File: config.mk
export PLATFORM = sky130hd
export DESIGN_NAME = DispatchTop
export DESIGN_NICKNAME = d
export VERILOG_FILES = /design/src/hw/DispatchTypes.sv /design/src/hw/DispatchStageIF.sv /design/src/hw/DispatchTop.sv /design/src/hw/IssueQueuePayload.sv /design/src/hw/DispatchStage.sv /design/src/hw/IssueQueueAllocator.sv /design/src/hw/DispatchController.sv
export VERILOG_INCLUDE_DIRS = /design/src /design/src/hw
export SDC_FILE = /design/constraint.sdc
export NUM_CORES = 1
export LEC_CHECK = 0
export BUFFER_PORTS_ARGS = -buffer_cell sky130_fd_sc_hd__buf_2
export CORE_MARGIN = 4
export CORE_UTILIZATION = 55
export CTS_CLUSTER_DIAMETER = 30
export CTS_CLUSTER_SIZE = 12
export DETAILED_ROUTE_END_ITERATION = 8
export GPL_TIMING_DRIVEN = 0
export PLACE_DENSITY = 0.73
export SYNTH_ARGS = -nofsm -noshare
export SYNTH_HDL_FRONTEND = slang
export SYNTH_HIERARCHICAL = 1
export SYNTH_SLANG_ARGS = --single-unit
File: constraint.sdc
create_clock -name ctrl -period 10.75 [get_ports ctrl]
set_input_delay 2.15 -clock ctrl [delete_from_list [all_inputs] [get_ports ctrl]]
set_output_delay 2.15 -clock ctrl [all_outputs]
set_load 0.01 [all_outputs]
File: src/hw/dispatch_settings.svh
// Widths and sizes shared by the dispatch stage and the issue queue
// IQ_PTR_WIDTH must equal clog2(IQ_DEPTH), and IQ_DEPTH must fit in IQ_PTR_WIDTH + 1 bits
// Integer and memory sub-info fields must fit within SUB_INFO_WIDTH
`ifndef DISPATCH_SETTINGS_SVH
`define DISPATCH_SETTINGS_SVH

// Register file and program counter
`define PHY_REG_WIDTH 6
`define PC_WIDTH 16

// Issue queue geometry
`define IQ_DEPTH 8
`define IQ_PTR_WIDTH 3

// Class-dependent fields
`define SUB_INFO_WIDTH 12
`define ALU_CODE_WIDTH 4
`define SHIFT_TYPE_WIDTH 2
`define MEM_MODE_WIDTH 2

`endif
File: src/hw/DispatchTypes.sv
// Types for the dispatch stage and the in-order issue queue
// Enum encodings are fixed so that a testbench can drive raw values

`include "dispatch_settings.svh"

package DispatchTypes;

    // Plain widths
    typedef logic [`PHY_REG_WIDTH-1:0] PhyRegNum;
    typedef logic [`PC_WIDTH-1:0] ProgramCounter;
    typedef logic [`IQ_PTR_WIDTH-1:0] IssueQueuePtr;
    typedef logic [`IQ_PTR_WIDTH:0] IssueQueueCount;
    typedef logic [`SUB_INFO_WIDTH-1:0] SubInfo;

    // Per-class operand fields from rename
    typedef logic [`ALU_CODE_WIDTH-1:0] AluCode;
    typedef logic [`SHIFT_TYPE_WIDTH-1:0] ShiftType;
    typedef logic [`SUB_INFO_WIDTH-1:0] BrDisp;
    typedef logic [`MEM_MODE_WIDTH-1:0] MemAccessMode;

    typedef enum logic [1:0] {
        OP_CLASS_INT = 2'd0,
        OP_CLASS_BR  = 2'd1,
        OP_CLASS_MEM = 2'd2
    } OpClass;

    typedef enum logic {
        OPERAND_REG = 1'b0,
        OPERAND_IMM = 1'b1
    } OperandType;

    // Controller states
    typedef enum logic [1:0] {
        DS_RUN   = 2'd0,
        DS_FULL  = 2'd1,
        DS_FLUSH = 2'd2
    } DispatchState;

    // One issue queue payload slot
    // subInfo layout depends on opClass
    typedef struct packed {
        OpClass opClass;
        logic writeReg;
        PhyRegNum phyDstRegNum;
        logic srcRegValidA;
        PhyRegNum phySrcRegNumA;
        logic srcRegValidB;
        PhyRegNum phySrcRegNumB;
        SubInfo subInfo;
        ProgramCounter pc;
    } IssueQueueEntry;

endpackage : DispatchTypes

File: src/hw/DispatchStageIF.sv
// Controls and payload write bundle between the dispatch blocks
// Carries no clock, every side samples on its own ctrl port

interface DispatchStageIF;
    import DispatchTypes::*;

    // From the controller
    logic stall;
    logic clear;

    // Payload write from the stage
    logic write;
    IssueQueuePtr writePtr;
    IssueQueueEntry writeData;

    // Next free slot from the allocator
    IssueQueuePtr tailPtr;

    modport Controller (output stall, output clear);

    modport Stage (
        input stall, input clear, input tailPtr,
        output write, output writePtr, output writeData
    );

    modport Allocator (input clear, input write, output tailPtr);

    modport Payload (input write, input writePtr, input writeData);

endinterface : DispatchStageIF

File: src/hw/DispatchTop.sv
// Dispatch stage with its controller and in-order issue queue
// Rename and issue sides use valid/ready, issueValid follows occupancy
// flush drops the staged op and every queued entry

module DispatchTop (
    input logic ctrl,
    input logic arstN,
    input logic flush,
    input logic renValid,
    output logic renReady,
    input DispatchTypes::OpClass renOpClass,
    input DispatchTypes::OperandType renOperandTypeA,
    input DispatchTypes::OperandType renOperandTypeB,
    input logic renWriteReg,
    input DispatchTypes::PhyRegNum renPhySrcA,
    input DispatchTypes::PhyRegNum renPhySrcB,
    input DispatchTypes::PhyRegNum renPhyDst,
    input DispatchTypes::AluCode renAluCode,
    input DispatchTypes::ShiftType renShiftType,
    input DispatchTypes::BrDisp renBrDisp,
    input DispatchTypes::MemAccessMode renMemMode,
    input logic renIsLoad,
    input DispatchTypes::ProgramCounter renPc,
    output logic issueValid,
    output DispatchTypes::IssueQueueEntry issueEntry,
    input logic issueReady
);
    import DispatchTypes::*;

    IssueQueueCount count;
    IssueQueuePtr headPtr;
    logic stageValid;
    logic pop;

    DispatchStageIF ctl ();

    // Handshakes on both sides
    assign renReady = !ctl.stall;
    assign issueValid = (count != '0);
    assign pop = issueValid && issueReady;

    DispatchController controller (
        .ctrl(ctrl), .arstN(arstN), .flush(flush),
        .count(count), .stageValid(stageValid), .ctl(ctl)
    );

    IssueQueueAllocator allocator (
        .ctrl(ctrl), .arstN(arstN), .ctl(ctl),
        .pop(pop), .headPtr(headPtr), .count(count)
    );

    DispatchStage stage (
        .ctrl(ctrl), .arstN(arstN), .renValid(renValid),
        .renOpClass(renOpClass), .renOperandTypeA(renOperandTypeA),
        .renOperandTypeB(renOperandTypeB), .renWriteReg(renWriteReg),
        .renPhySrcA(renPhySrcA), .renPhySrcB(renPhySrcB), .renPhyDst(renPhyDst),
        .renAluCode(renAluCode), .renShiftType(renShiftType), .renBrDisp(renBrDisp),
        .renMemMode(renMemMode), .renIsLoad(renIsLoad), .renPc(renPc),
        .ctl(ctl), .stageValid(stageValid)
    );

    IssueQueuePayload payload (
        .ctrl(ctrl), .ctl(ctl), .headPtr(headPtr), .headEntry(issueEntry)
    );

endmodule : DispatchTop

File: src/hw/IssueQueuePayload.sv
// Issue queue payload storage
// Entries hold whatever was last written, the allocator decides which are live
// Head read is combinational

`include "dispatch_settings.svh"

module IssueQueuePayload (
    input logic ctrl,
    DispatchStageIF.Payload ctl,
    input DispatchTypes::IssueQueuePtr headPtr,
    output DispatchTypes::IssueQueueEntry headEntry
);
    import DispatchTypes::*;

    IssueQueueEntry entries [`IQ_DEPTH];

    // Single write port from dispatch
    always_ff @(posedge ctrl) begin
        if (ctl.write) begin
            entries[ctl.writePtr] <= ctl.writeData;
        end
    end

    // Oldest entry, presented to the issue side
    assign headEntry = entries[headPtr];

endmodule : IssueQueuePayload

File: src/hw/DispatchStage.sv
// Dispatch pipeline register and issue queue entry formatting
// One op per cycle, the register holds while stalled and empties on clear
// Unknown op classes get an all-zero sub-info field

`include "dispatch_settings.svh"

module DispatchStage (
    input logic ctrl,
    input logic arstN,
    input logic renValid,
    input DispatchTypes::OpClass renOpClass,
    input DispatchTypes::OperandType renOperandTypeA,
    input DispatchTypes::OperandType renOperandTypeB,
    input logic renWriteReg,
    input DispatchTypes::PhyRegNum renPhySrcA,
    input DispatchTypes::PhyRegNum renPhySrcB,
    input DispatchTypes::PhyRegNum renPhyDst,
    input DispatchTypes::AluCode renAluCode,
    input DispatchTypes::ShiftType renShiftType,
    input DispatchTypes::BrDisp renBrDisp,
    input DispatchTypes::MemAccessMode renMemMode,
    input logic renIsLoad,
    input DispatchTypes::ProgramCounter renPc,
    DispatchStageIF.Stage ctl,
    output logic stageValid
);
    import DispatchTypes::*;

    localparam int ShiftLsb = `ALU_CODE_WIDTH;
    localparam int IsLoadBit = `MEM_MODE_WIDTH;

    typedef struct packed {
        OpClass opClass;
        OperandType operandTypeA;
        OperandType operandTypeB;
        logic writeReg;
        PhyRegNum phySrcA;
        PhyRegNum phySrcB;
        PhyRegNum phyDst;
        AluCode aluCode;
        ShiftType shiftType;
        BrDisp brDisp;
        MemAccessMode memMode;
        logic isLoad;
        ProgramCounter pc;
    } StageOp;

    logic pipeValid;
    StageOp pipeOp;
    IssueQueueEntry entry;

    // Valid bit of the pipeline register
    always_ff @(posedge ctrl or negedge arstN) begin
        if (!arstN) begin
            pipeValid <= 1'b0;
        end else if (ctl.clear) begin
            pipeValid <= 1'b0;
        end else if (!ctl.stall) begin
            pipeValid <= renValid;
        end
    end

    // Op fields, only meaningful while pipeValid is set
    always_ff @(posedge ctrl) begin
        if (!ctl.stall) begin
            pipeOp.opClass <= renOpClass;
            pipeOp.operandTypeA <= renOperandTypeA;
            pipeOp.operandTypeB <= renOperandTypeB;
            pipeOp.writeReg <= renWriteReg;
            pipeOp.phySrcA <= renPhySrcA;
            pipeOp.phySrcB <= renPhySrcB;
            pipeOp.phyDst <= renPhyDst;
            pipeOp.aluCode <= renAluCode;
            pipeOp.shiftType <= renShiftType;
            pipeOp.brDisp <= renBrDisp;
            pipeOp.memMode <= renMemMode;
            pipeOp.isLoad <= renIsLoad;
            pipeOp.pc <= renPc;
        end
    end

    always_comb begin
        // Shared operand and destination part
        entry.opClass = pipeOp.opClass;
        entry.writeReg = pipeOp.writeReg;
        entry.phyDstRegNum = pipeOp.phyDst;
        entry.srcRegValidA = (pipeOp.operandTypeA == OPERAND_REG);
        entry.phySrcRegNumA = pipeOp.phySrcA;
        entry.srcRegValidB = (pipeOp.operandTypeB == OPERAND_REG);
        entry.phySrcRegNumB = pipeOp.phySrcB;
        entry.pc = pipeOp.pc;

        // Class-dependent part, upper bits stay zero
        entry.subInfo = '0;
        case (pipeOp.opClass)
            OP_CLASS_BR: begin
                entry.subInfo = pipeOp.brDisp;
            end
            OP_CLASS_INT: begin
                entry.subInfo[ShiftLsb-1:0] = pipeOp.aluCode;
                entry.subInfo[ShiftLsb +: `SHIFT_TYPE_WIDTH] = pipeOp.shiftType;
            end
            OP_CLASS_MEM: begin
                entry.subInfo[IsLoadBit-1:0] = pipeOp.memMode;
                entry.subInfo[IsLoadBit] = pipeOp.isLoad;
            end
            default: entry.subInfo = '0;
        endcase
    end

    // Write into the queue only when the op really moves on
    assign ctl.write = pipeValid && !ctl.stall && !ctl.clear;
    assign ctl.writePtr = ctl.tailPtr;
    assign ctl.writeData = entry;
    assign stageValid = pipeValid;

endmodule : DispatchStage

File: src/hw/IssueQueueAllocator.sv
// Head, tail and occupancy of the in-order issue queue
// Relies on the controller never writing into a full queue
// and on pop only being raised while count is nonzero

`include "dispatch_settings.svh"

module IssueQueueAllocator (
    input logic ctrl,
    input logic arstN,
    DispatchStageIF.Allocator ctl,
    input logic pop,
    output DispatchTypes::IssueQueuePtr headPtr,
    output DispatchTypes::IssueQueueCount count
);
    import DispatchTypes::*;

    IssueQueuePtr tailPtr;

    // Wraps at IQ_DEPTH, which need not be a power of two
    function automatic IssueQueuePtr nextPtr(input IssueQueuePtr ptr);
        if (ptr == IssueQueuePtr'(`IQ_DEPTH - 1)) begin
            return '0;
        end
        return ptr + 1'b1;
    endfunction

    always_ff @(posedge ctrl or negedge arstN) begin
        if (!arstN) begin
            headPtr <= '0;
            tailPtr <= '0;
            count <= '0;
        end else if (ctl.clear) begin
            headPtr <= '0;
            tailPtr <= '0;
            count <= '0;
        end else begin
            if (ctl.write) begin
                tailPtr <= nextPtr(tailPtr);
            end
            if (pop) begin
                headPtr <= nextPtr(headPtr);
            end
            // Simultaneous write and pop leave the count alone
            case ({ctl.write, pop})
                2'b10: count <= count + 1'b1;
                2'b01: count <= count - 1'b1;
                default: count <= count;
            endcase
        end
    end

    assign ctl.tailPtr = tailPtr;

endmodule : IssueQueueAllocator

File: src/hw/DispatchController.sv
// Stall and clear generation for the dispatch stage and issue queue
// Goes full one cycle ahead, so a write never lands on a full queue
// A flush holds clear for exactly one cycle

`include "dispatch_settings.svh"

module DispatchController (
    input logic ctrl,
    input logic arstN,
    input logic flush,
    input DispatchTypes::IssueQueueCount count,
    input logic stageValid,
    DispatchStageIF.Controller ctl
);
    import DispatchTypes::*;

    DispatchState state;
    DispatchState nextState;
    IssueQueueCount pending;
    logic noRoom;

    // Queued entries plus the op waiting in the stage
    assign pending = count + IssueQueueCount'(stageValid);

    // No space for the staged op plus one more arrival
    assign noRoom = pending >= IssueQueueCount'(`IQ_DEPTH);

    always_comb begin
        nextState = state;
        if (flush) begin
            nextState = DS_FLUSH;
        end else begin
            case (state)
                DS_RUN: begin
                    if (noRoom) begin
                        nextState = DS_FULL;
                    end
                end
                DS_FULL: begin
                    if (!noRoom) begin
                        nextState = DS_RUN;
                    end
                end
                default: nextState = DS_RUN;
            endcase
        end
    end

    always_ff @(posedge ctrl or negedge arstN) begin
        if (!arstN) begin
            state <= DS_RUN;
        end else begin
            state <= nextState;
        end
    end

    assign ctl.stall = (state != DS_RUN);
    assign ctl.clear = (state == DS_FLUSH);

endmodule : DispatchController

Word-level counts from Yosys, hierarchy flattened
Memory sizes are Yosys's and may differ from the RTL's.
Index checks and enable logic that the tools add are counted.
{"block": "classes", "add_sub_neg": 5, "order_cmp": 1, "n_eq_ne": 11, "n_mux": 27, "n_bitwise": 2, "n_reduce_logical": 13}
{"operator": "2-to-1 mux 3 bit", "n": 8}
{"operator": "2-to-1 mux 1 bit", "n": 10}
{"operator": "case mux 3 bit (3 select lines)", "n": 1}
{"operator": "case mux 4 bit (2 select lines)", "n": 1}
{"operator": "adder 3 x 1 -> 3 bit (second input constant)", "n": 2}
{"operator": "== test 2 x 1 -> 1 bit (second input constant)", "n": 3}
{"operator": "== test 2 bit (second input constant)", "n": 3}
{"operator": "== test 3 bit (second input constant)", "n": 2}
{"operator": "2-to-1 mux 2 bit", "n": 3}
{"operator": "2-to-1 mux 6 bit", "n": 1}
{"operator": "case mux 3 bit (2 select lines)", "n": 1}
{"operator": "nonzero test 2 bit", "n": 3}
{"operator": "adder 4 x 1 -> 4 bit", "n": 1}
{"operator": "adder 4 x 1 -> 4 bit (second input constant)", "n": 1}
{"operator": "greater-or-equal comparator 4 bit (second input constant)", "n": 1}
{"operator": "logical NOT 2 bit", "n": 2}
{"operator": "2-to-1 mux 4 bit", "n": 1}
{"operator": "case mux 2 bit (2 select lines)", "n": 1}
{"operator": "nonzero test 4 bit", "n": 1}
{"operator": "subtractor 4 x 1 -> 4 bit (second input constant)", "n": 1}
{"operator": "logical AND 1 bit", "n": 3}
{"operator": "inequality test 3 x 2 -> 1 bit (second input constant)", "n": 1}
{"operator": "inequality test 3 bit (second input constant)", "n": 1}
{"operator": "nonzero test 3 bit", "n": 1}
{"operator": "4 further kinds", "n": 6}
{"block": "word_totals", "ff_bits": 73, "ramBits": 408, "in_bits": 65, "output_inout_bits": 53, "wordCells": 78, "mem_count": 1}
{"name": "payload.entries", "words": 8, "word_bits": 51, "read_ports": 1, "rd_ports_with_merged_regs": 0, "wr": 1, "line_no": "IssueQueuePayload.sv:15", "source": "IssueQueueEntry entries [`IQ_DEPTH];"}

Logic depth before layout (Yosys ltp)
{"block": "logic_depth", "depth_word": 9, "depth_mapped": 8, "mapped_depth_nobuf": 8}

Cells and area by module
Netlist, hierarchy kept.
{"mod": "IssueQueuePayload", "n_inst": 1, "cells_each": 602, "area_each_um2": 15358.5, "seq_area_each_um2": 12251.8}
{"mod": "DispatchStage", "n_inst": 1, "cells_each": 129, "area_each_um2": 2336.0, "seq_area_each_um2": 1826.8}
{"mod": "IssueQueueAllocator", "n_inst": 1, "cells_each": 65, "area_each_um2": 641.9, "seq_area_each_um2": 250.2}
{"mod": "DispatchController", "n_inst": 1, "cells_each": 10, "area_each_um2": 111.4, "seq_area_each_um2": 50.0}
{"mod": "DispatchTop", "n_inst": 1, "cells_each": 3, "area_each_um2": 22.5, "seq_area_each_um2": 0.0}

Least setup slack after synthesis
Ideal clock, no wire load.
{"block": "synth_timing", "path_type": "register to register", "from": "reg controller.state[1]", "to": "mem payload/entries[4][0] in the netlist's numbering, enable pin", "setup_ns": 0.522, "t_arrival_ns": 4.830, "required_ns": 10.228, "path_slack_ns": 5.398, "path_stages_with_launch": 5, "path_buffers": 0, "synth_period_minus_slack_ns": 5.352, "path_cell_list": "dfrtp_1 -> or2_2 -> nor3b_1 -> nand2_1 -> nor3_1"}
{"block": "synth_via", "elab_chain_cells": 6, "word_cells_on_any_way": 8, "classes_between": "eq/ne (1); mux (2); reduce/logical (5)"}
{"element": "start: declaration", "line_no": "DispatchController.sv:17", "source": "DispatchState state;"}
{"element": "start signal: assignment", "line_no": "DispatchController.sv:53", "source": "state <= nextState;"}
{"element": "nonzero test 2 bit", "line_no": "DispatchController.sv:57", "source": "assign ctl.stall = (state != DS_RUN);"}
{"element": "net ctl.stall", "line_no": "DispatchStageIF.sv:8", "source": "logic stall;"}
{"element": "logical NOT 1 bit"}
{"element": "logical AND 1 bit (2 in a row)", "line_no": "DispatchStage.sv:112", "source": "assign ctl.write = pipeValid && !ctl.stall && !ctl.clear;"}
{"element": "net ctl.write", "line_no": "DispatchStageIF.sv:12", "source": "logic write;"}
{"element": "2-to-1 mux 1 bit", "line_no": "IssueQueuePayload.sv:19", "source": "if (ctl.write) begin"}
{"element": "2-to-1 mux 1 bit (implied by the code)", "line_no": "IssueQueuePayload.sv:20", "source": "entries[ctl.writePtr] <= ctl.writeData;"}
{"element": "end: declaration", "line_no": "IssueQueuePayload.sv:15"}
The timed path passes the listed nets, and every way through them passes these cells.

==> summary.txt <==
Post-synth EDFFs: 468
yosys warns: 6
Final Skew: 0.0248 ns
r2r endpoint: payload/entries[0][30]$_DFFE_PP_
Critical Path End Type: output pin
outcome: complete, no violations
Worst EP required: 8.60 ns
CTS Buf Count: 90
maxcap violations: 0
R2R depth: 9
Clock power frac: 0.481
cell count after synthesis: 809
Flop pwr share: 0.373
RR Startpoint: controller/state[1]$_DFFE_PN0P_
sw power: 1330 uW
Final Power: 5750 uW
hold buffer count at CTS: 0
Setup crit start: allocator/headPtr[2]$_DFFE_PN0P_
fin nets: 1115
CP top delay family: buffers and inverters
vias in the first global route: 9448
WL/cell: 23.4 um
Placer Congestion: 0.707
clock buffer depth: 3
multi-input logic area: 0.00359 sq mm
Comb pwr share: 0.146
Final setup viols: 0
Synth async-reset ratio: 0.0270
ANT nets after route: 0
min Tclk post-route: 4.94 ns
switching share of total power: 0.231
Hold Violations, Final: 0
Critical Path AT: 2.79 ns
GRT Total Usage: 0.209
area grow syn2layout: 25.2%
relative max-transition margin: 0.397
die extent in x: 191 um
Die Ht: 191 um
Buf/Inv on CP: 3
syn_nets: 881
first-pass GRT wire length: 56900 um
RSZ-0062 raised after global routing: false
DR vias: 8699
Finished Core Util: 0.703
crit path to: issueEntry[0]
CP max FO: 10
number of I/O pins: 118
H-Tree Depth: 3
Netlist Area Pre-Place: 0.0185 sq mm
sequential cell area: 0.0144 sq mm
ys flop type: edfxtp_1
register area share after synthesis: 0.778
setup TNS: 0 ns
hold_sp: stage/ctl.writeData[6]$_DFFE_PN_
biggest area consumer among synthesized cells: edfxtp_1
Cell variety after synth: 41
total grt overflow: 0
Vias per Instance: 5.58
Root Buffer: clkbuf_16
share of cells above drive strength 1: 0.462
Initial Utilization: 0.562
Post-DP Area: 0.0201 sq mm
slowest CP cell: buf_1
Reg clk slew, reported paths: 0.05 ns
Port Buffers: 117
number of fillers in the final layout: 2010
commonest non-fill, non-tap cells in the layout: edfxtp_1, buf_2, mux4_2
antenna cells: 0
Hold Path Class: flip-flop to flip-flop
cells along the critical path: buf_2, buf_1, mux4_2, mux2_2, buf_2
clock latency on the worst-skew pair: 0.58 ns
crit start category: flip-flop
main area contributors after synthesis: edfxtp_1, mux4_2, mux2_2
Reg2Reg Setup Slack: 7.19 ns
Leakage Power: 0.00790 uW
worst setup path class: flip-flop to output pin
Avg Inst Size Synth: 22.8 sq um
initial antenna violation count: 0
largest net degree at the start of global routing: 61
CTS tree: done
Max IR drop VDD: 0.174 mV
Pre-antenna DRT Iters: 4
Total Wirelength: 36500 um
critical path depth: 5
initial DRC count: 674
Cell Pwr Density: 249 mW/mm^2
# DRC: 0
Max Slew Vio Count: 0
Yosys top cell area share: 0.761
Die Area: 0.0366 sq mm
CTS sink count: 481
synthesis-stage register bit count: 481
Slew @ Worst Pin: 0.904 ns
Resized Gates After CTS: 0
design area: 0.0231 sq mm
f_max: 202 MHz
Power Internal: 4420 uW
Hold Slack: 0.540 ns
commonest non-fill, non-tap cell in the layout: edfxtp_1
post-DP HPWL: 21000 um
Final Cycle Share: 0.460
num rows: 66
Setup Buffers After CTS: 0
Slowest Stage Delay on Critical Path: 0.65 ns
core area: 0.0329 sq mm
critical path's most frequent cell: buf_2
==> power groups by stage <==
stage	combinational [uW]	sequential, uW	clock (uW)
finish	839	2140	2770
floorplan	615	2170	0
global placement	833	2180	0
detailed placement	849	2180	0
CTS	860	2140	2810
global route	911	2150	2920
==> flip-flops by register name, summed over array words and instances (netlist names) <==
name and flops:
payload/entries 408, controller/state 2, stage/ctl.writeData 37, allocator/headPtr 3
stage/pipeOp 23, stage/stageValid 1, allocator/ctl.tailPtr 3, allocator/count 4
==> kinds of logic (layout without fill, tap and decap cells) <==
kind of cell / count (synthesis) / in the layout / synth area share
AO/OA/AOI/OAI: 13 / 13 / 0.00603
XOR/XNOR: 2 / 2 / 0.000949
adder cells (fa/ha/maj): 7 / 7 / 0.00474
buffers and inverters: 82 / 391 / 0.0300
flip-flops: 481 / 481 / 0.778
multiplexers: 166 / 166 / 0.163
AND/OR/NAND/NOR: 58 / 58 / 0.0170
==> final cells by class <==
type                    instances  share of cell area
inverters                       7             0.00124
plain buffers                  75              0.0228
well taps                     442              0.0239
flip-flops and latches        481               0.622
repair buffers                142              0.0424
clock buffers                 100               0.102
multi-input cells             246               0.155
clock inverters                67              0.0299
==> through the flow <==
stage,setup WS (ns),cells
2_1_floorplan,5.40,809
3_3_place_gp,1.64,1368
3_5_place_dp,6.39,1393
4_1_cts,5.76,1560
5_1_grt,5.66,1560
6_report,5.81,1560
==> worst register-to-register path, delay by kind of cell, from the launching register on <==
kind | cells | cell delay, ns
buffers and inverters | 5 | 0.89
DFF | 1 | 0.39
and+or+nand+nor | 4 | 1.97
==> metal layers <==
layer,track usage,wire length [um],vias to the layer above
li1,-,-,3824
met1,0.294,15400,4525
met2,0.333,18000,295
met3,0.0517,2430,55
met4,0.0599,614,0
met5,0,0,-
==> synthesized netlist by cell type (2+ instances only) <==
cell type  count
or4_1          2
mux2_2        51
buf_6         11
clkbuf_1       8
mux2i_1       12
nand3_1        3
nand2_1        3
buf_1          7
and2_1         7
buf_2          8
nor2_1        20
nor2b_1        2
a21oi_1        2
edfxtp_1     468
nor3b_1        3
ha_1           7
dfrtp_1       13
o2bb2ai_1      3
nand2b_1       5
inv_1          7
nor2_2         2
nor3_1         5
mux4_2       102
buf_4         41
==> how the worst min path moves through the flow <==
stage / slack (ns) / end / cells after the start
after floorplan: 0.51 / stage/stageValid$_DFFE_PN0P_ / 2
after global placement: 0.53 / stage/stageValid$_DFFE_PN0P_ / 2
after detailed placement: 0.54 / stage/stageValid$_DFFE_PN0P_ / 2
after CTS: 0.54 / payload/entries[5][9]$_DFFE_PP_ / 1
after global routing: 0.56 / payload/entries[1][3]$_DFFE_PP_ / 1
final: 0.54 / payload/entries[0][6]$_DFFE_PP_ / 1
Power figures use the tool's default switching activity.
